File: src/hdl/rp_pkg.sv
//////////////////////////////
// Shared types for the two-channel analog datapath
// Sample formats, system bus request/response and state encodings
//////////////////////////////

package rp_pkg;

  //////////////////////////////
  // Sample formats
  //////////////////////////////

  // Two's complement sample, internal datapath
  typedef logic signed [13:0] sample_t;

  // Generator plus feedback, one guard bit
  typedef logic signed [14:0] sum_t;

  // Raw ADC word, two LSBs unused on the 14-bit part
  typedef logic [15:0] adc_raw_t;

  // Negative-slope offset binary, as the DAC wants it
  typedef logic [13:0] dac_word_t;

  //////////////////////////////
  // System bus
  //////////////////////////////

  // One-cycle request, no handshake back-pressure
  typedef struct packed {
    logic [7:0]  addr;   // Byte address
    logic [31:0] wdata;  // Write data
    logic        wen;    // Write strobe
    logic        ren;    // Read strobe
  } sys_req_t;

  // Response, always one cycle after request
  typedef struct packed {
    logic [31:0] rdata;  // Read data
    logic        ack;    // Request done
    logic        err;    // Unmapped address
  } sys_rsp_t;

  // Register map of the housekeeping block
  typedef enum logic [7:0] {
    REG_ID  = 8'h00,  // Board ID, read only
    REG_CFG = 8'h04,  // Bit 0 loopback enable
    REG_OVR = 8'h08   // ADC overrun count, read only
  } reg_addr_e;

  //////////////////////////////
  // DAC interleaver FSM
  //////////////////////////////

  typedef enum logic {
    MUX_IDLE = 1'b0,  // Waiting for a full frame
    MUX_SEND = 1'b1   // Walking through the channels
  } mux_state_e;

endpackage
File: src/hdl/rp_top.sv
//////////////////////////////
// Analog datapath top
// ADC capture, per-channel sum, DAC interleave
// and housekeeping registers
//////////////////////////////

`timescale 1ns/1ps

module rp_top #(
  parameter int          N_CH     = 2,
  parameter logic [31:0] BOARD_ID = 32'h5250_0001
) (
  input  logic                              adc_clk,
  input  logic                              arst_n_i,
  // ADC and sample inputs
  input  rp_pkg::adc_raw_t [N_CH-1:0]       adc_dat_i,
  input  rp_pkg::sample_t  [N_CH-1:0]       asg_dat_i,
  input  rp_pkg::sample_t  [N_CH-1:0]       pid_dat_i,
  // System bus
  input  rp_pkg::sys_req_t                  sys_req_i,
  output rp_pkg::sys_rsp_t                  sys_rsp_o,
  // Shared DAC bus
  output rp_pkg::dac_word_t                 dac_dat_o,
  output logic             [$clog2(N_CH)-1:0] dac_sel_o,
  output logic                              dac_wrt_o
);

  import rp_pkg::*;

  sample_t [N_CH-1:0] adc_smp;       // Converted ADC samples
  logic               adc_valid;
  logic               adc_ready;     // AND of all channels
  logic [N_CH-1:0]    ch_adc_ready;  // Per-channel input ready
  sample_t [N_CH-1:0] ch_smp;        // Channel outputs
  logic [N_CH-1:0]    ch_valid;
  logic               ch_ready;      // Shared, from interleaver
  logic [15:0]        ovr_cnt;
  logic               loop_en;

  //////////////////////////////
  // ADC capture
  //////////////////////////////

  adc_capture #(
    .N_CH (N_CH)
  ) i_adc (
    .adc_clk   (adc_clk  ),
    .arst_n_i  (arst_n_i ),
    .adc_dat_i (adc_dat_i),
    .smp_o     (adc_smp  ),
    .valid_o   (adc_valid),
    .ready_i   (adc_ready),
    .ovr_cnt_o (ovr_cnt  )
  );

  assign adc_ready = &ch_adc_ready;  // Channels step in lockstep

  //////////////////////////////
  // Channel array
  //////////////////////////////

  for (genvar k = 0; k < N_CH; k++)
  begin : g_ch
    analog_channel i_ch (
      .adc_clk     (adc_clk        ),
      .arst_n_i    (arst_n_i       ),
      .adc_smp_i   (adc_smp[k]     ),
      .adc_valid_i (adc_valid      ),
      .adc_ready_o (ch_adc_ready[k]),
      .asg_i       (asg_dat_i[k]   ),
      .pid_i       (pid_dat_i[k]   ),
      .loop_en_i   (loop_en        ),
      .dac_smp_o   (ch_smp[k]      ),
      .dac_valid_o (ch_valid[k]    ),
      .dac_ready_i (ch_ready       )
    );
  end

  //////////////////////////////
  // DAC interleaver
  //////////////////////////////

  dac_interleave #(
    .N_CH (N_CH)
  ) i_dac (
    .adc_clk   (adc_clk  ),
    .arst_n_i  (arst_n_i ),
    .smp_i     (ch_smp   ),
    .valid_i   (ch_valid ),
    .ready_o   (ch_ready ),
    .dac_dat_o (dac_dat_o),
    .dac_sel_o (dac_sel_o),
    .dac_wrt_o (dac_wrt_o)
  );

  //////////////////////////////
  // Housekeeping
  //////////////////////////////

  house_regs #(
    .BOARD_ID (BOARD_ID),
    .N_CH     (N_CH    )
  ) i_regs (
    .adc_clk   (adc_clk  ),
    .arst_n_i  (arst_n_i ),
    .req_i     (sys_req_i),
    .rsp_o     (sys_rsp_o),
    .ovr_cnt_i (ovr_cnt  ),
    .loop_en_o (loop_en  )
  );

endmodule

File: src/hdl/house_regs.sv
//////////////////////////////
// Housekeeping registers
// Board ID, loopback enable and ADC overrun count
// on the one-cycle system bus
//////////////////////////////

`timescale 1ns/1ps

module house_regs #(
  parameter logic [31:0] BOARD_ID = 32'h0000_0000,
  parameter int          N_CH     = 2
) (
  input  logic             adc_clk,
  input  logic             arst_n_i,
  // System bus
  input  rp_pkg::sys_req_t req_i,
  output rp_pkg::sys_rsp_t rsp_o,
  // Status and config
  input  logic [15:0]      ovr_cnt_i,
  output logic             loop_en_o
);

  import rp_pkg::*;

  logic        req;      // Any access this cycle
  logic        hit;      // Address is mapped
  logic [31:0] rd_mux;   // Read data before register

  assign req = req_i.wen || req_i.ren;

  //////////////////////////////
  // Address decode
  //////////////////////////////

  always_comb
  begin
    hit    = 1'b1;
    rd_mux = '0;
    case (reg_addr_e'(req_i.addr))
      REG_ID:  rd_mux = BOARD_ID;
      REG_CFG: rd_mux = {31'd0, loop_en_o};
      REG_OVR: rd_mux = {16'd0, ovr_cnt_i};  // Zero extended
      default: hit    = 1'b0;
    endcase
  end

  // Only CFG is writable and other writes just ack
  always_ff @(posedge adc_clk or negedge arst_n_i)
  begin
    if (!arst_n_i)
      loop_en_o <= 1'b0;
    else if (req_i.wen && (req_i.addr == REG_CFG))
      loop_en_o <= req_i.wdata[0];
  end

  //////////////////////////////
  // Response
  //////////////////////////////

  // Ack and err exactly one cycle after the request
  always_ff @(posedge adc_clk or negedge arst_n_i)
  begin
    if (!arst_n_i)
    begin
      rsp_o <= '0;
    end
    else
    begin
      rsp_o.ack   <= req;
      rsp_o.err   <= req && !hit;
      rsp_o.rdata <= req_i.ren ? rd_mux : 32'd0;
    end
  end

  // No ack without a request on the cycle before
  a_ack_timing: assert property (@(posedge adc_clk) disable iff (!arst_n_i)
    rsp_o.ack |-> $past(req));

endmodule

File: src/hdl/dac_interleave.sv
//////////////////////////////
// DAC interleaver
// Takes one frame from all channels, then sends one
// offset-binary word per cycle on the shared DAC bus
//////////////////////////////

`timescale 1ns/1ps

module dac_interleave #(
  parameter int N_CH = 2
) (
  input  logic                           adc_clk,
  input  logic                           arst_n_i,
  // Channel samples
  input  rp_pkg::sample_t [N_CH-1:0]     smp_i,
  input  logic            [N_CH-1:0]     valid_i,
  output logic                           ready_o,
  // Shared DAC bus
  output rp_pkg::dac_word_t              dac_dat_o,
  output logic            [$clog2(N_CH)-1:0] dac_sel_o,
  output logic                           dac_wrt_o
);

  import rp_pkg::*;

  localparam int SEL_W = $clog2(N_CH);
  localparam logic [SEL_W-1:0] LAST_CH = SEL_W'(N_CH - 1);

  mux_state_e         state;   // FSM state
  logic [SEL_W-1:0]   cnt;     // Channel being sent
  sample_t [N_CH-1:0] lat_q;   // Latched frame
  sample_t            cur;     // Current channel sample
  logic               xfer;    // Frame taken this cycle

  //////////////////////////////
  // Frame handshake
  //////////////////////////////

  // All channels move together and only from idle
  assign ready_o = (state == MUX_IDLE) && (&valid_i);
  assign xfer    = ready_o;  // ready implies all valid

  // Whole frame latched on a transfer
  always_ff @(posedge adc_clk)
  begin
    if (xfer)
      lat_q <= smp_i;
  end

  //////////////////////////////
  // Send FSM
  //////////////////////////////

  always_ff @(posedge adc_clk or negedge arst_n_i)
  begin
    if (!arst_n_i)
    begin
      state <= MUX_IDLE;
      cnt   <= '0;
    end
    else
    begin
      case (state)
        MUX_IDLE:
        begin
          cnt <= '0;
          if (xfer)
            state <= MUX_SEND;
        end
        MUX_SEND:
        begin
          if (cnt == LAST_CH)
          begin
            state <= MUX_IDLE;  // One idle cycle minimum
            cnt   <= '0;
          end
          else
          begin
            cnt <= cnt + 1'b1;
          end
        end
        default:
        begin
          state <= MUX_IDLE;
        end
      endcase
    end
  end

  // Back to negative-slope offset binary
  assign cur       = lat_q[cnt];
  assign dac_dat_o = {cur[13], ~cur[12:0]};
  assign dac_sel_o = cnt;
  assign dac_wrt_o = (state == MUX_SEND);  // One strobe per channel word

  // Select never points past the last channel on a write
  a_sel_range: assert property (@(posedge adc_clk) disable iff (!arst_n_i)
    dac_wrt_o |-> (int'(dac_sel_o) < N_CH));

endmodule

File: src/hdl/analog_channel.sv
//////////////////////////////
// Analog channel
// Loopback select, generator plus feedback plus input sum,
// saturation to 14 bits and output register
//////////////////////////////

`timescale 1ns/1ps

module analog_channel (
  input  logic            adc_clk,
  input  logic            arst_n_i,
  // From ADC capture
  input  rp_pkg::sample_t adc_smp_i,
  input  logic            adc_valid_i,
  output logic            adc_ready_o,
  // Generator and feedback samples
  input  rp_pkg::sample_t asg_i,
  input  rp_pkg::sample_t pid_i,
  // Configuration
  input  logic            loop_en_i,
  // Towards DAC interleaver
  output rp_pkg::sample_t dac_smp_o,
  output logic            dac_valid_o,
  input  logic            dac_ready_i
);

  import rp_pkg::*;

  sample_t            in_smp;   // ADC or loopback sample
  sum_t               gen_sum;  // Generator plus feedback
  logic signed [15:0] tot;      // Full sum, cannot wrap
  logic               in_rng;   // Sum fits in 14 bits
  sample_t            sat_smp;  // Clamped result
  logic               xfer;     // Input transfer this cycle

  //////////////////////////////
  // Input select and sum
  //////////////////////////////

  // Loopback takes our own last output instead of the ADC
  assign in_smp  = loop_en_i ? dac_smp_o : adc_smp_i;

  assign gen_sum = asg_i + pid_i;   // 15 bits, no overflow
  assign tot     = gen_sum + in_smp;  // Sign extended to 16

  // Top three bits equal means the value fits in 14 bits
  assign in_rng  = (tot[15:13] == 3'b000) || (tot[15:13] == 3'b111);

  // Clamp to +8191 or -8192 by sign
  assign sat_smp = in_rng ? tot[13:0] : {tot[15], {13{~tot[15]}}};

  //////////////////////////////
  // Output slot
  //////////////////////////////

  // Accept when empty or being drained this cycle
  assign adc_ready_o = !dac_valid_o || dac_ready_i;
  assign xfer        = adc_valid_i && adc_ready_o;

  // Output register doubles as the loopback register
  always_ff @(posedge adc_clk or negedge arst_n_i)
  begin
    if (!arst_n_i)
    begin
      dac_smp_o   <= '0;
      dac_valid_o <= 1'b0;
    end
    else if (xfer)
    begin
      dac_smp_o   <= sat_smp;
      dac_valid_o <= 1'b1;
    end
    else if (dac_ready_i)
    begin
      dac_valid_o <= 1'b0;  // Taken, nothing new behind it
    end
  end

  // Output frozen until the interleaver takes it
  a_out_hold: assert property (@(posedge adc_clk) disable iff (!arst_n_i)
    dac_valid_o && !dac_ready_i |=> dac_valid_o && $stable(dac_smp_o));

endmodule

File: src/hdl/adc_capture.sv
//////////////////////////////
// ADC capture
// Registers raw ADC words, converts to two's complement
// and holds them under back-pressure, counting lost samples
//////////////////////////////

`timescale 1ns/1ps

module adc_capture #(
  parameter int N_CH = 2
) (
  input  logic                             adc_clk,
  input  logic                             arst_n_i,
  // Raw ADC pins
  input  rp_pkg::adc_raw_t [N_CH-1:0]      adc_dat_i,
  // Converted samples towards the channels
  output rp_pkg::sample_t  [N_CH-1:0]      smp_o,
  output logic                             valid_o,
  input  logic                             ready_i,
  // Lost sample count
  output logic             [15:0]          ovr_cnt_o
);

  import rp_pkg::*;

  sample_t [N_CH-1:0] cnv;       // Converted raw words
  logic               load;      // Output slot free or being taken
  logic               ovr_full;  // Counter at its top

  //////////////////////////////
  // Raw to two's complement
  //////////////////////////////

  // Drop the two LSBs, keep MSB, flip the rest (negative slope)
  always_comb
  begin
    for (int i = 0; i < N_CH; i++)
    begin
      cnv[i] = {adc_dat_i[i][15], ~adc_dat_i[i][14:2]};
    end
  end

  assign load     = !valid_o || ready_i;
  assign ovr_full = &ovr_cnt_o;

  //////////////////////////////
  // Holding register
  //////////////////////////////

  // New word goes in when the slot frees up
  always_ff @(posedge adc_clk)
  begin
    if (load)
      smp_o <= cnv;  // Only while the slot can take it
  end

  // ADC never stops so valid stays up after the first word
  always_ff @(posedge adc_clk or negedge arst_n_i)
  begin
    if (!arst_n_i)
      valid_o <= 1'b0;
    else
      valid_o <= 1'b1;
  end

  // Count words dropped while the slot is stalled
  always_ff @(posedge adc_clk or negedge arst_n_i)
  begin
    if (!arst_n_i)
      ovr_cnt_o <= '0;
    else if (!load && !ovr_full)
      ovr_cnt_o <= ovr_cnt_o + 16'd1;  // Saturates at all ones
  end

  // Held samples must not move under back-pressure
  a_smp_hold: assert property (@(posedge adc_clk) disable iff (!arst_n_i)
    valid_o && !ready_i |=> $stable(smp_o));

endmodule

File: config.mk
export PLATFORM = sky130hd
export DESIGN_NAME = rp_top
export DESIGN_NICKNAME = d
export VERILOG_FILES = /design/src/hdl/rp_pkg.sv /design/src/hdl/rp_top.sv /design/src/hdl/house_regs.sv /design/src/hdl/dac_interleave.sv /design/src/hdl/analog_channel.sv /design/src/hdl/adc_capture.sv
export SDC_FILE = /design/constraint.sdc
export NUM_CORES = 1
export LEC_CHECK = 0
export ABC_AREA = 1
export BUFFER_PORTS_ARGS = -buffer_cell sky130_fd_sc_hd__buf_2
export CORE_MARGIN = 3
export CORE_UTILIZATION = 40
export DETAILED_ROUTE_END_ITERATION = 7
export GPL_ROUTABILITY_DRIVEN = 0
export PLACE_DENSITY_LB_ADDON = 0.25
export SLEW_MARGIN = 20
export SYNTH_ARGS = -nofsm -noshare
export SYNTH_HDL_FRONTEND = slang
export SYNTH_HIERARCHICAL = 1
export SYNTH_SLANG_ARGS = --single-unit
File: constraint.sdc
create_clock -name adc_clk -period 8.94 [get_ports adc_clk]
set_clock_uncertainty 0.05 [all_clocks]
set_input_delay 0.447 -clock adc_clk [delete_from_list [all_inputs] [get_ports adc_clk]]
set_output_delay 0.447 -clock adc_clk [all_outputs]
set_load 0.01 [all_outputs]
==> results.sh, run 1 <==
export IMPL_result_of_the_run="complete, no violations"
export IMPL_rows=51
export IMPL_clock_tree_root_cell="clkbuf_16"
export IMPL_antenna_diode_count=0
export IMPL_synthToLayoutAreaGrowth_pct=18.4
export IMPL_synth_commonest_cells="nand2_1, inv_1, dfrtp_1"
export IMPL_clk_insertion_delay_late_ns=0.42
export IMPL_cts_tree="done"
export IMPL_routedWlPerCell_um=13.5
export IMPL_yosys_most_used_dff="dfrtp_1"
export IMPL_min_delay_path_class="in2reg"
export IMPL_max_stage_delay_ns=0.49
export IMPL_tritoncts_num_buffers=17
export IMPL_worst_slew_margin_rel=0.318
export IMPL_yosysMostFrequentCell="nand2_1"
export IMPL_clock_power_share=0.263
export IMPL_timing_critical_path_required_ns=9.16
export IMPL_drive_gt1_frac=0.253
export IMPL_fmaxAchievable_ghz=0.254
export IMPL_final_antenna_net_count=0
export IMPL_first_global_vias=5863
export IMPL_slew_viol_final=0
export IMPL_worstHoldStart="adc_dat_i[15]"
export IMPL_floorplan_core_area_um2=19600
export IMPL_grt_antenna_before_repair=1
export IMPL_period_share=0.440
export IMPL_synth_top_area_cell="dfrtp_1"
export IMPL_final_net_count=1233
export IMPL_die_extent_in_y_um=148
export IMPL_number_of_enable_type_register_cells_in_the_synthesized_netlist=56
export IMPL_cts_sinks=125
export IMPL_route_vias_total=5981
export IMPL_worst_path_max_delay_cell="fa_1"
export IMPL_path_buf_inv=2
export IMPL_grt_setup_unrepaired="no"
export IMPL_die_area_um2=21800
export IMPL_yosys_cell_types_count=43
export IMPL_drcViolationCount=0
export IMPL_power_switching_w=0.00119
export IMPL_fin_tns_setup_ns=0
export IMPL_post_cts_setup_buffer_count=0
export IMPL_hold_worst_slack_ns=0.160
export IMPL_postSynthRegisterBits=125
export IMPL_ff_latch_area_um2=3410
export IMPL_cpLargestDelayFamily="adder cells"
export IMPL_fin_crit_ns=3.93
export IMPL_route_detailed_vias_per_inst=4.53
export IMPL_holdPathEnd="i_adc/smp_o[13]"
export IMPL_synth_seq_area_share=0.424
export IMPL_cts_path_max_buffers=2
export IMPL_synthTopCellsByArea="dfrtp_1, edfxtp_1, nand2_1, fa_1, inv_1"
export IMPL_async_reset_ff_frac=0.552
export IMPL_setup_worst_path_class="reg2reg"
export IMPL_globalRouteTotalUtil=0.168
export IMPL_drtPass1Iterations=4
export IMPL_io_buffers=135
export IMPL_vdd_ir_drop_worst_uv=149
export IMPL_power_per_cell_area_nw_per_um2=315
export IMPL_worstRegToRegCells=14
export IMPL_final_fill_count=1889
export IMPL_finalSetupViolCount=0
export IMPL_worstPathMaxFanout=28
export IMPL_final_hold_viol_count=0
export IMPL_post_synth_top_area_fraction=0.215
export IMPL_power_share_switching=0.398
export IMPL_timing_hold_worst_path_depth=1
export IMPL_horizontal_extent_of_the_die_um=148
export IMPL_grt_max_degree=70
export IMPL_critPathCaptureType="register"
export IMPL_place_detailed_hpwl_um=13500
export IMPL_htree_num_levels=4
export IMPL_syn_inst=904
export IMPL_multi_input_comb_area_um2=3830
export IMPL_seqPwrFrac=0.311
export IMPL_detail_route_iter0_violations=240
export IMPL_pin_count=182
export IMPL_comb_power_share=0.426
export IMPL_grt_ovfl_total=0
export IMPL_ctsHoldBuffers=0
export IMPL_postCtsResizedCells=0
export IMPL_worstSetupStartpointType="register"
export IMPL_synthesis_area_per_instance_um2=8.89
export IMPL_power_internal_w=0.00180
export IMPL_starting_density_of_the_core=0.410
export IMPL_r2r_start="i_regs/loop_en_o"
export IMPL_synth_area_um2=8040
export IMPL_path_clk_slew_ns=0.06
export IMPL_worst_slew_pin_transition_ns=1.02
export IMPL_setup_reg_to_reg_worst_slack_ns=5.01
export IMPL_grt_first_pass_wirelength_um=29200
export IMPL_power_leakage_nw=4.66
export IMPL_ys_warn_count=6
export IMPL_cp_data_arrival_time_ns=4.15
export IMPL_worstPathCellList="buf_4, mux2_2, fa_1, ha_1, inv_1, fa_1, nor2_1, nor2_2, o21bai_2, nand2_2, nand3_1, nand2_2, a21oi_4, a21oi_1"
export IMPL_cap_viol_max_count=0
export IMPL_routed_wl_um=17900
export IMPL_rr_endpoint="g_ch[1].i_ch/dac_smp_o[1]"
## cells by family after synthesis
logic type                 share of synthesized area
adders and majority gates                      0.120
AOI/OAI and AO/OA                             0.0674
muxes                                         0.0389
buffers and inverters                          0.104
xor gates and xnor gates                      0.0272
DFF                                            0.424
and+or+nand+nor                                0.217
other                                       0.000934
## how the worst max path moves through the flow
stage                                 to  depth (start not counted)              from
6_report       g_ch[1].i_ch/dac_smp_o[1]                         14  i_regs/loop_en_o
3_5_place_dp   g_ch[1].i_ch/dac_smp_o[3]                         14  i_regs/loop_en_o
3_3_place_gp   g_ch[1].i_ch/dac_smp_o[1]                         14  i_regs/loop_en_o
5_1_grt        g_ch[1].i_ch/dac_smp_o[2]                         14  i_regs/loop_en_o
2_1_floorplan  g_ch[0].i_ch/dac_smp_o[0]                         14  i_regs/loop_en_o
4_1_cts        g_ch[1].i_ch/dac_smp_o[3]                         14  i_regs/loop_en_o
## area by class of cell
cell class,instances,share of cell area
clock inverter,14,0.0252
inverter,154,0.0607
clock buffer,18,0.0451
sequential,125,0.358
multi-input combinational,606,0.402
tap,265,0.0348
timing repair buffer,138,0.0734
## per-layer routing
metal  vias up  share of wire  wire length (µm)  track usage
li1       3084              -                 -            -
met1      2736           0.46              8160        0.218
met2       136           0.47              8340        0.277
met3        23          0.061              1080       0.0454
met4         2          0.015               271       0.0513
met5         -        0.00039                 7            0
## flip-flops by register name (all words and copies together) (netlist names)
signal	count
i_regs/loop_en_o	1
i_regs/rsp_o	19
i_adc/ovr_cnt_o	16
i_dac/dac_sel_o	1
g_ch.i_ch/dac_smp_o	28
i_dac/dac_wrt_o	1
i_adc/valid_o	1
i_adc/smp_o	28
i_dac/lat_q	28
g_ch.i_ch/dac_valid_o	2
## placed cells by master (no fill, tap or decap), drive strengths merged
| cell type | count |
|---|---|
| xnor2 | 15 |
| mux2 | 26 |
| and2 | 2 |
| o21bai | 8 |
| nor3 | 4 |
| edfxtp | 56 |
| nand3b | 2 |
| or2 | 2 |
| a21oi | 44 |
| buf | 138 |
| nand4 | 9 |
| mux2i | 2 |
| conb | 12 |
| xor2 | 10 |
| fa | 30 |
| a31oi | 2 |
| clkbuf | 18 |
| nand2 | 266 |
| inv | 155 |
| ha | 29 |
| dfrtp | 69 |
| o21ai | 22 |
| bufinv | 6 |
| nor2 | 87 |
| o21a | 1 |
| clkinvlp | 2 |
| clkinv | 5 |
| nand3 | 33 |
## worst reg2reg max path, cell delays in order, from the launching register on
cell and delay (ns):
dfrtp_1 0.37, buf_4 0.43, mux2_2 0.42, fa_1 0.49
ha_1 0.17, inv_1 0.07, fa_1 0.41, nor2_1 0.16
nor2_2 0.08, o21bai_2 0.24, nand2_2 0.11, nand3_1 0.10
nand2_2 0.08, a21oi_4 0.45, a21oi_1 0.14
## power by group through the flow
stage / registers [W] / logic [W] / clock network [W]
2_1_floorplan: 0.000883 / 0.00104 / 0
3_3_place_gp: 0.000942 / 0.00126 / 0
3_5_place_dp: 0.000945 / 0.00127 / 0
4_1_cts: 0.000935 / 0.00128 / 0.000807
5_1_grt: 0.000957 / 0.00145 / 0.000833
6_report: 0.000931 / 0.00128 / 0.000787
## metrics by stage
| step | instances | total power, W | cell area [µm²] | util | worst slack (ns) |
|---|---|---|---|---|---|
| after floorplan | 914 | 0.00192 | 8080 | - | 5.50 |
| after global placement | 1288 | 0.00220 | 8850 | 0.452 | 5.10 |
| after detailed placement | 1288 | 0.00222 | 8850 | 0.452 | 5.06 |
| after CTS | 1320 | 0.00302 | 9520 | 0.486 | 5.03 |
| after global routing | 1320 | 0.00324 | 9520 | 0.486 | 4.79 |
| final | 1320 | 0.00299 | 9520 | 0.486 | 5.01 |
(Power assumes the default switching activity.)
==> inputs of run 2 (changes only) <==
--- a/config.mk
+++ b/config.mk
@@ -5,7 +5,7 @@
 export SDC_FILE = /design/constraint.sdc
 export NUM_CORES = 1
 export LEC_CHECK = 0
-export ABC_AREA = 1
+export ABC_AREA = 0
 export BUFFER_PORTS_ARGS = -buffer_cell sky130_fd_sc_hd__buf_2
 export CORE_MARGIN = 3
 export CORE_UTILIZATION = 40
==> constraint.sdc (replaced) <==
create_clock -name adc_clk -period 3.6 [get_ports adc_clk]
set_clock_uncertainty 0.05 [all_clocks]
set_input_delay 0.18 -clock adc_clk [delete_from_list [all_inputs] [get_ports adc_clk]]
set_output_delay 0.18 -clock adc_clk [all_outputs]
set_load 0.01 [all_outputs]
==> results.sh, run 2 <==
export IMPL_parity_gate_share_of_the_synthesized_area_counting_xor_and_xnor_cells=0.0383
export IMPL_yosysMostFrequentCell="dfrtp_1"
export IMPL_floorplan_core_area_um2=18200
export IMPL_ys_warn_count=6
export IMPL_complex_gate_fraction_of_the_synthesized_area=0.130
export IMPL_final_antenna_net_count=0
export IMPL_fmaxAchievable_ghz=0.266
export IMPL_synth_commonest_cells="dfrtp_1, edfxtp_1, inv_1"
export IMPL_synthTopCellsByArea="dfrtp_1, edfxtp_1, fa_1, ha_1, mux2_2"
export IMPL_cp_data_arrival_time_ns=4.03
export IMPL_vdd_ir_drop_worst_uv=458
export IMPL_routed_wl_um=19000
export IMPL_critPathCaptureType="register"
export IMPL_finalSetupViolCount=14
export IMPL_grt_max_degree=52
export IMPL_worstSetupStartpointType="register"
export IMPL_grt_ovfl_total=0
export IMPL_total_power_w=0.00861
export IMPL_htree_num_levels=4
export IMPL_most_common_cell_after_layout_fill_and_taps_aside="buf_2"
export IMPL_async_reset_ff_frac=0.552
export IMPL_postSynthRegisterBits=125
export IMPL_power_leakage_nw=4.55
export IMPL_io_buffers=135
export IMPL_min_delay_path_class="in2reg"
export IMPL_cts_tree="done"
export IMPL_slew_viol_final=0
export IMPL_starting_density_of_the_core=0.413
export IMPL_result_of_the_run="finished, violations left"
export IMPL_synth_top_family_by_area="compound AO/OA/AOI/OAI gates"
export IMPL_first_global_vias=5946
export IMPL_grt_antenna_before_repair=0
export IMPL_power_per_cell_area_nw_per_um2=829
export IMPL_globalRouteTotalUtil=0.184
export IMPL_cts_path_max_buffers=2
export IMPL_post_synth_top_area_fraction=0.230
export IMPL_hold_worst_slack_ns=0.0203
export IMPL_clock_tree_root_cell="clkbuf_16"
export IMPL_tritoncts_num_buffers=17
export IMPL_period_share=1.04
export IMPL_place_detailed_hpwl_um=13600
export IMPL_cap_viol_max_count=0
export IMPL_rows=49
export IMPL_setup_worst_path_class="reg2reg"
export IMPL_final_fill_count=1484
export IMPL_antenna_diode_count=0
export IMPL_drtPass1Iterations=4
export IMPL_failed_checks="setup timing"
export IMPL_r2r_start="i_regs/loop_en_o"
export IMPL_timing_critical_path_required_ns=3.87
export IMPL_worst_slew_pin_transition_ns=1.21
export IMPL_synthesis_area_per_instance_um2=11.8
export IMPL_detail_route_iter0_violations=360
export IMPL_synth_simple_gate_area_share=0.125
export IMPL_pin_count=182
export IMPL_path_clk_slew_ns=0.06
export IMPL_route_detailed_vias_per_inst=5.19
export IMPL_fin_crit_ns=3.76
export IMPL_layout_common_cells="buf_2, dfrtp_1, edfxtp_1, buf_4, inv_1"
export IMPL_clk_insertion_delay_late_ns=0.42
export IMPL_worstHoldStart="sys_req_i[36]"
export IMPL_die_area_um2=20500
export IMPL_final_hold_viol_count=0
export IMPL_route_vias_total=5770
export IMPL_reg_largest_list="g_ch.i_ch/dac_smp_o: 28 flops, i_adc/smp_o: 28 flops, i_dac/lat_q: 28 flops"
export IMPL_routedWlPerCell_um=17.1
export IMPL_drive_gt1_frac=0.422
export IMPL_worst_slew_margin_rel=0.189
export IMPL_final_net_count=1061
export IMPL_synth_mux_area_fraction=0.0664
export IMPL_synth_adder_area_share=0.128
export IMPL_grt_first_pass_wirelength_um=29400
export IMPL_yosys_most_used_dff="dfrtp_1"
export IMPL_synth_seq_area_share=0.453
export IMPL_grt_setup_unrepaired="yes"
export IMPL_drcViolationCount=0
export IMPL_die_extent_in_y_um=143
export IMPL_number_of_enable_type_register_cells_in_the_synthesized_netlist=56
export IMPL_cts_sinks=125
export IMPL_synth_area_um2=7520
export IMPL_timing_critical_path_from="i_regs/loop_en_o"
export IMPL_synth_top_area_cell="dfrtp_1"
export IMPL_synthToLayoutAreaGrowth_pct=38.1
export IMPL_worstPathMaxFanout=8
export IMPL_syn_inst=637
export IMPL_horizontal_extent_of_the_die_um=143
export IMPL_fin_ws_ns=-0.162
export IMPL_yosys_cell_types_count=76
-- run 2: changes by cell type after synthesis, moves of 12 or more --
cell / previous run / this run
nor2_2: 18 / 1
inv_1: 150 / 47
and2_2: 0 / 12
nand2_1: 258 / 30
a211oi_1: 0 / 16
nor2_1: 64 / 39
nand3_1: 31 / 12
a31oi_1: 2 / 14
mux2i_1: 2 / 15
nand2b_1: 0 / 12
a21oi_2: 20 / 2
-- run 2: worst paths after layout --
path                                                   to  slack (ns)  cells past startpoint
worst min-delay path                      i_regs/rsp_o[0]        0.02                      3
worst max register to register  g_ch[1].i_ch/dac_smp_o[7]       -0.16                     14
worst max-delay path            g_ch[1].i_ch/dac_smp_o[7]       -0.16                     14
worst min register to register            i_dac/lat_q[14]        0.44                      0
min in group asynchronous                i_regs/rsp_o[11]        0.17                      2
max in group asynchronous       g_ch[1].i_ch/dac_smp_o[4]        2.29                      3
-- run 2: report_power, final --
| part | total, W | internal [W] | switching [W] | leakage (nW) |
|---|---|---|---|---|
| clock | 0.00175 | 0.00109 | 0.000659 | 0.307 |
| combinational | 0.00450 | 0.00209 | 0.00241 | 2.85 |
| sequential | 0.00236 | 0.00204 | 0.000324 | 1.39 |
| total | 0.00861 | 0.00522 | 0.00339 | 4.55 |
-- run 2: routing by layer --
metal  global-route usage  share of wire
met5                    0              0
met4               0.0575          0.017
met3               0.0532          0.051
met2                0.312           0.51
met1                0.227           0.42
-- run 2: per-stage QoR --
stage          worst slack [ns]  instance area, µm²  setup TNS [ns]   util  std cells
2_1_floorplan           0.00181                7630               0      -        647
3_3_place_gp             -0.104                8730           -1.10  0.480       1031
3_5_place_dp             -0.174                8730           -2.65  0.480       1031
4_1_cts                  -0.136                9870           -1.56  0.542       1102
5_1_grt                  -0.235               10400           -3.42  0.570       1112
6_report                 -0.162               10400           -1.17  0.570       1112
-- run 2: area by class of cell --
class,instances,area (µm²),share of cell area
multi-input combinational,442,4270,0.411
sequential,125,3410,0.328
timing repair buffer,236,1630,0.156
clock buffer,23,553,0.0532
tap,229,287,0.0276
inverter,48,180,0.0173
clock inverter,9,67.6,0.00650
-- run 2: logic make-up (layout without fill, tap and decap cells) --
family          Yosys count  in the layout
simple gates            161            161
compound gates          132            132
flops                   125            125
buf+inv                  80            316
fa+ha+maj                59             59
mux                      46             46
xor+xnor                 32             32
other cells               2             12
-- run 2: worst max-delay path, cell delays in order (launching register included) --
cell      delay, ns
dfrtp_2        0.53
mux2_4         0.34
fa_1           0.51
ha_2           0.21
inv_2          0.04
fa_2           0.33
nand2b_4       0.15
a211o_1        0.31
buf_6          0.14
a31oi_1        0.18
a311o_1        0.22
a31oi_2        0.14
buf_6          0.16
o21bai_1       0.15
a31oi_1        0.20
-- run 2: timing repair --
action / 4_1_cts / 5_1_grt
hold buffers: 35 / 0
hold endpoints to repair: 51 / 0
setup buffers: 4 / 9
gates resized for setup: 28 / 75
pin swaps: 8 / 34
cloned: 0 / 1
setup endpoints to repair: 24 / 26
==> inputs of run 3 (changes only) <==
--- a/config.mk
+++ b/config.mk
@@ -11,7 +11,7 @@
 export CORE_UTILIZATION = 40
 export DETAILED_ROUTE_END_ITERATION = 7
 export GPL_ROUTABILITY_DRIVEN = 0
-export PLACE_DENSITY_LB_ADDON = 0.25
+export PLACE_DENSITY = 0.71
 export SLEW_MARGIN = 20
 export SYNTH_ARGS = -nofsm -noshare
 export SYNTH_HDL_FRONTEND = slang
==> results.sh, run 3 (same netlist as run 2, synthesis figures left out) <==
export IMPL_power_leakage_nw=4.42
export IMPL_cts_tree="done"
export IMPL_cts_path_max_buffers=2
export IMPL_drtPass1Iterations=5
export IMPL_route_detailed_vias_per_inst=5.03
export IMPL_period_share=1.04
export IMPL_total_power_w=0.00830
export IMPL_grt_antenna_before_repair=0
export IMPL_worst_slew_pin_transition_ns=0.992
export IMPL_grt_first_pass_wirelength_um=28000
export IMPL_htree_num_levels=4
export IMPL_antenna_diode_count=0
export IMPL_grt_setup_unrepaired="yes"
export IMPL_failed_checks="setup timing"
export IMPL_cts_sinks=125
export IMPL_final_antenna_net_count=0
export IMPL_cap_viol_max_count=0
export IMPL_fmaxAchievable_ghz=0.267
export IMPL_starting_density_of_the_core=0.413
export IMPL_route_vias_total=5537
export IMPL_die_area_um2=20500
export IMPL_reg_largest_list="g_ch.i_ch/dac_smp_o: 28 flops, i_adc/smp_o: 28 flops, i_dac/lat_q: 28 flops"
export IMPL_cp_data_arrival_time_ns=3.97
export IMPL_worstSetupStartpointType="register"
export IMPL_r2r_start="i_regs/loop_en_o"
export IMPL_first_global_vias=5711
export IMPL_final_net_count=1049
export IMPL_worstPathMaxFanout=6
export IMPL_critPathCaptureType="register"
export IMPL_comb_power_share=0.503
export IMPL_clock_power_share=0.213
export IMPL_timing_critical_path_from="i_regs/loop_en_o"
export IMPL_synthToLayoutAreaGrowth_pct=34.8
export IMPL_setup_worst_path_class="reg2reg"
export IMPL_grt_max_degree=34
export IMPL_floorplan_core_area_um2=18200
export IMPL_die_extent_in_y_um=143
export IMPL_tritoncts_num_buffers=17
export IMPL_clock_tree_root_cell="clkbuf_16"
export IMPL_fin_ws_ns=-0.148
export IMPL_min_delay_path_class="in2reg"
export IMPL_drcViolationCount=0
export IMPL_place_detailed_hpwl_um=12900
export IMPL_horizontal_extent_of_the_die_um=143
export IMPL_seqPwrFrac=0.284
export IMPL_power_per_cell_area_nw_per_um2=819
export IMPL_power_share_switching=0.388
export IMPL_rows=49
export IMPL_routed_wl_um=18100
export IMPL_fin_crit_ns=3.75
export IMPL_finalSetupViolCount=21
export IMPL_timing_critical_path_required_ns=3.83
export IMPL_io_buffers=135
export IMPL_detail_route_iter0_violations=217
export IMPL_clk_insertion_delay_late_ns=0.41
export IMPL_vdd_ir_drop_worst_uv=405
export IMPL_result_of_the_run="finished, violations left"
export IMPL_worst_slew_margin_rel=0.337
export IMPL_setup_reg_to_reg_worst_slack_ns=-0.15
export IMPL_worstHoldStart="sys_req_i[34]"
export IMPL_power_internal_w=0.00508
export IMPL_drive_gt1_frac=0.396
export IMPL_hold_worst_slack_ns=0.0420
export IMPL_power_switching_w=0.00322
export IMPL_path_clk_slew_ns=0.06
export IMPL_routedWlPerCell_um=16.5
export IMPL_ff_latch_area_um2=3410
export IMPL_final_hold_viol_count=0
export IMPL_multi_input_comb_area_um2=4150
export IMPL_layout_common_cells="buf_2, dfrtp_1, edfxtp_1, inv_1, buf_4"
export IMPL_most_common_cell_after_layout_fill_and_taps_aside="buf_2"
export IMPL_grt_ovfl_total=0
export IMPL_final_fill_count=1511
export IMPL_globalRouteTotalUtil=0.175
export IMPL_slew_viol_final=0
export IMPL_pin_count=182
==> run 3: cell count changes in the layout (fill, tap and decap cells not counted), sizes merged <==
| cell | delta |
|---|---|
| buf | -12 |
| clkbuf | -3 |
| clkinvlp | +2 |
| clkinv | -2 |
| bufinv | +3 |
==> run 3: metrics by stage <==
stage / worst slack [ns] / setup TNS (ns) / util / cell area, µm² / std cells
4_1_cts: -0.0586 / -0.468 / 0.536 / 9760 / 1093
2_1_floorplan: 0.00181 / 0 / - / 7630 / 647
3_3_place_gp: -0.105 / -1.27 / 0.477 / 8680 / 1024
3_5_place_dp: -0.225 / -2.66 / 0.477 / 8680 / 1024
6_report: -0.148 / -1.18 / 0.557 / 10100 / 1100
5_1_grt: -0.222 / -3.20 / 0.557 / 10100 / 1100
==> run 3: final timing paths <==
check,end,cells after the start
worst max-delay path,g_ch[0].i_ch/dac_smp_o[3],12
worst min register to register,i_dac/lat_q[25],0
worst min-delay path,i_regs/rsp_o[0],3
worst max register to register,g_ch[0].i_ch/dac_smp_o[3],12
max in group asynchronous,i_regs/rsp_o[0],3
min in group asynchronous,i_regs/rsp_o[14],2
==> run 3: power by group through the flow <==
stage	combinational, W	sequential [W]	clock (W)
3_5_place_dp	0.00341	0.00238	0
4_1_cts	0.00366	0.00236	0.00180
2_1_floorplan	0.00246	0.00223	0
5_1_grt	0.00454	0.00241	0.00187
6_report	0.00417	0.00236	0.00177
3_3_place_gp	0.00333	0.00237	0
==> run 3: layout make-up <==
cell class,instances,area share
sequential,125,0.336
multi-input combinational,442,0.409
clock buffer,20,0.0441
tap,229,0.0283
timing repair buffer,224,0.148
clock inverter,12,0.0161
inverter,48,0.0178
==> run 3: repair_timing <==
item | in CTS | in global routing
gates resized for setup | 24 | 49
hold buffers | 35 | 0
endpoints found under the hold margin | 60 | 0
buffers inserted | 2 | 6
pin swaps | 9 | 21
endpoints found under the setup margin | 23 | 26
cloned | 0 | 1
==> run 3: routing by layer <==
metal	GRT usage	routed length, µm
met1	0.236	8150
met2	0.285	8870
met3	0.0412	888
met4	0.0450	202
met5	0	0
==> run 3: critical path, stage by stage (launching register included) <==
cell and delay [ns]:
dfrtp_2 0.53, buf_4 0.18, mux2_4 0.30, fa_1 0.55, ha_4 0.21, nor2b_4 0.13
o31ai_4 0.29, a21oi_2 0.11, or4b_4 0.50, and2_4 0.20, clkbuf_16 0.17, a211oi_2 0.29
a211oi_2 0.09
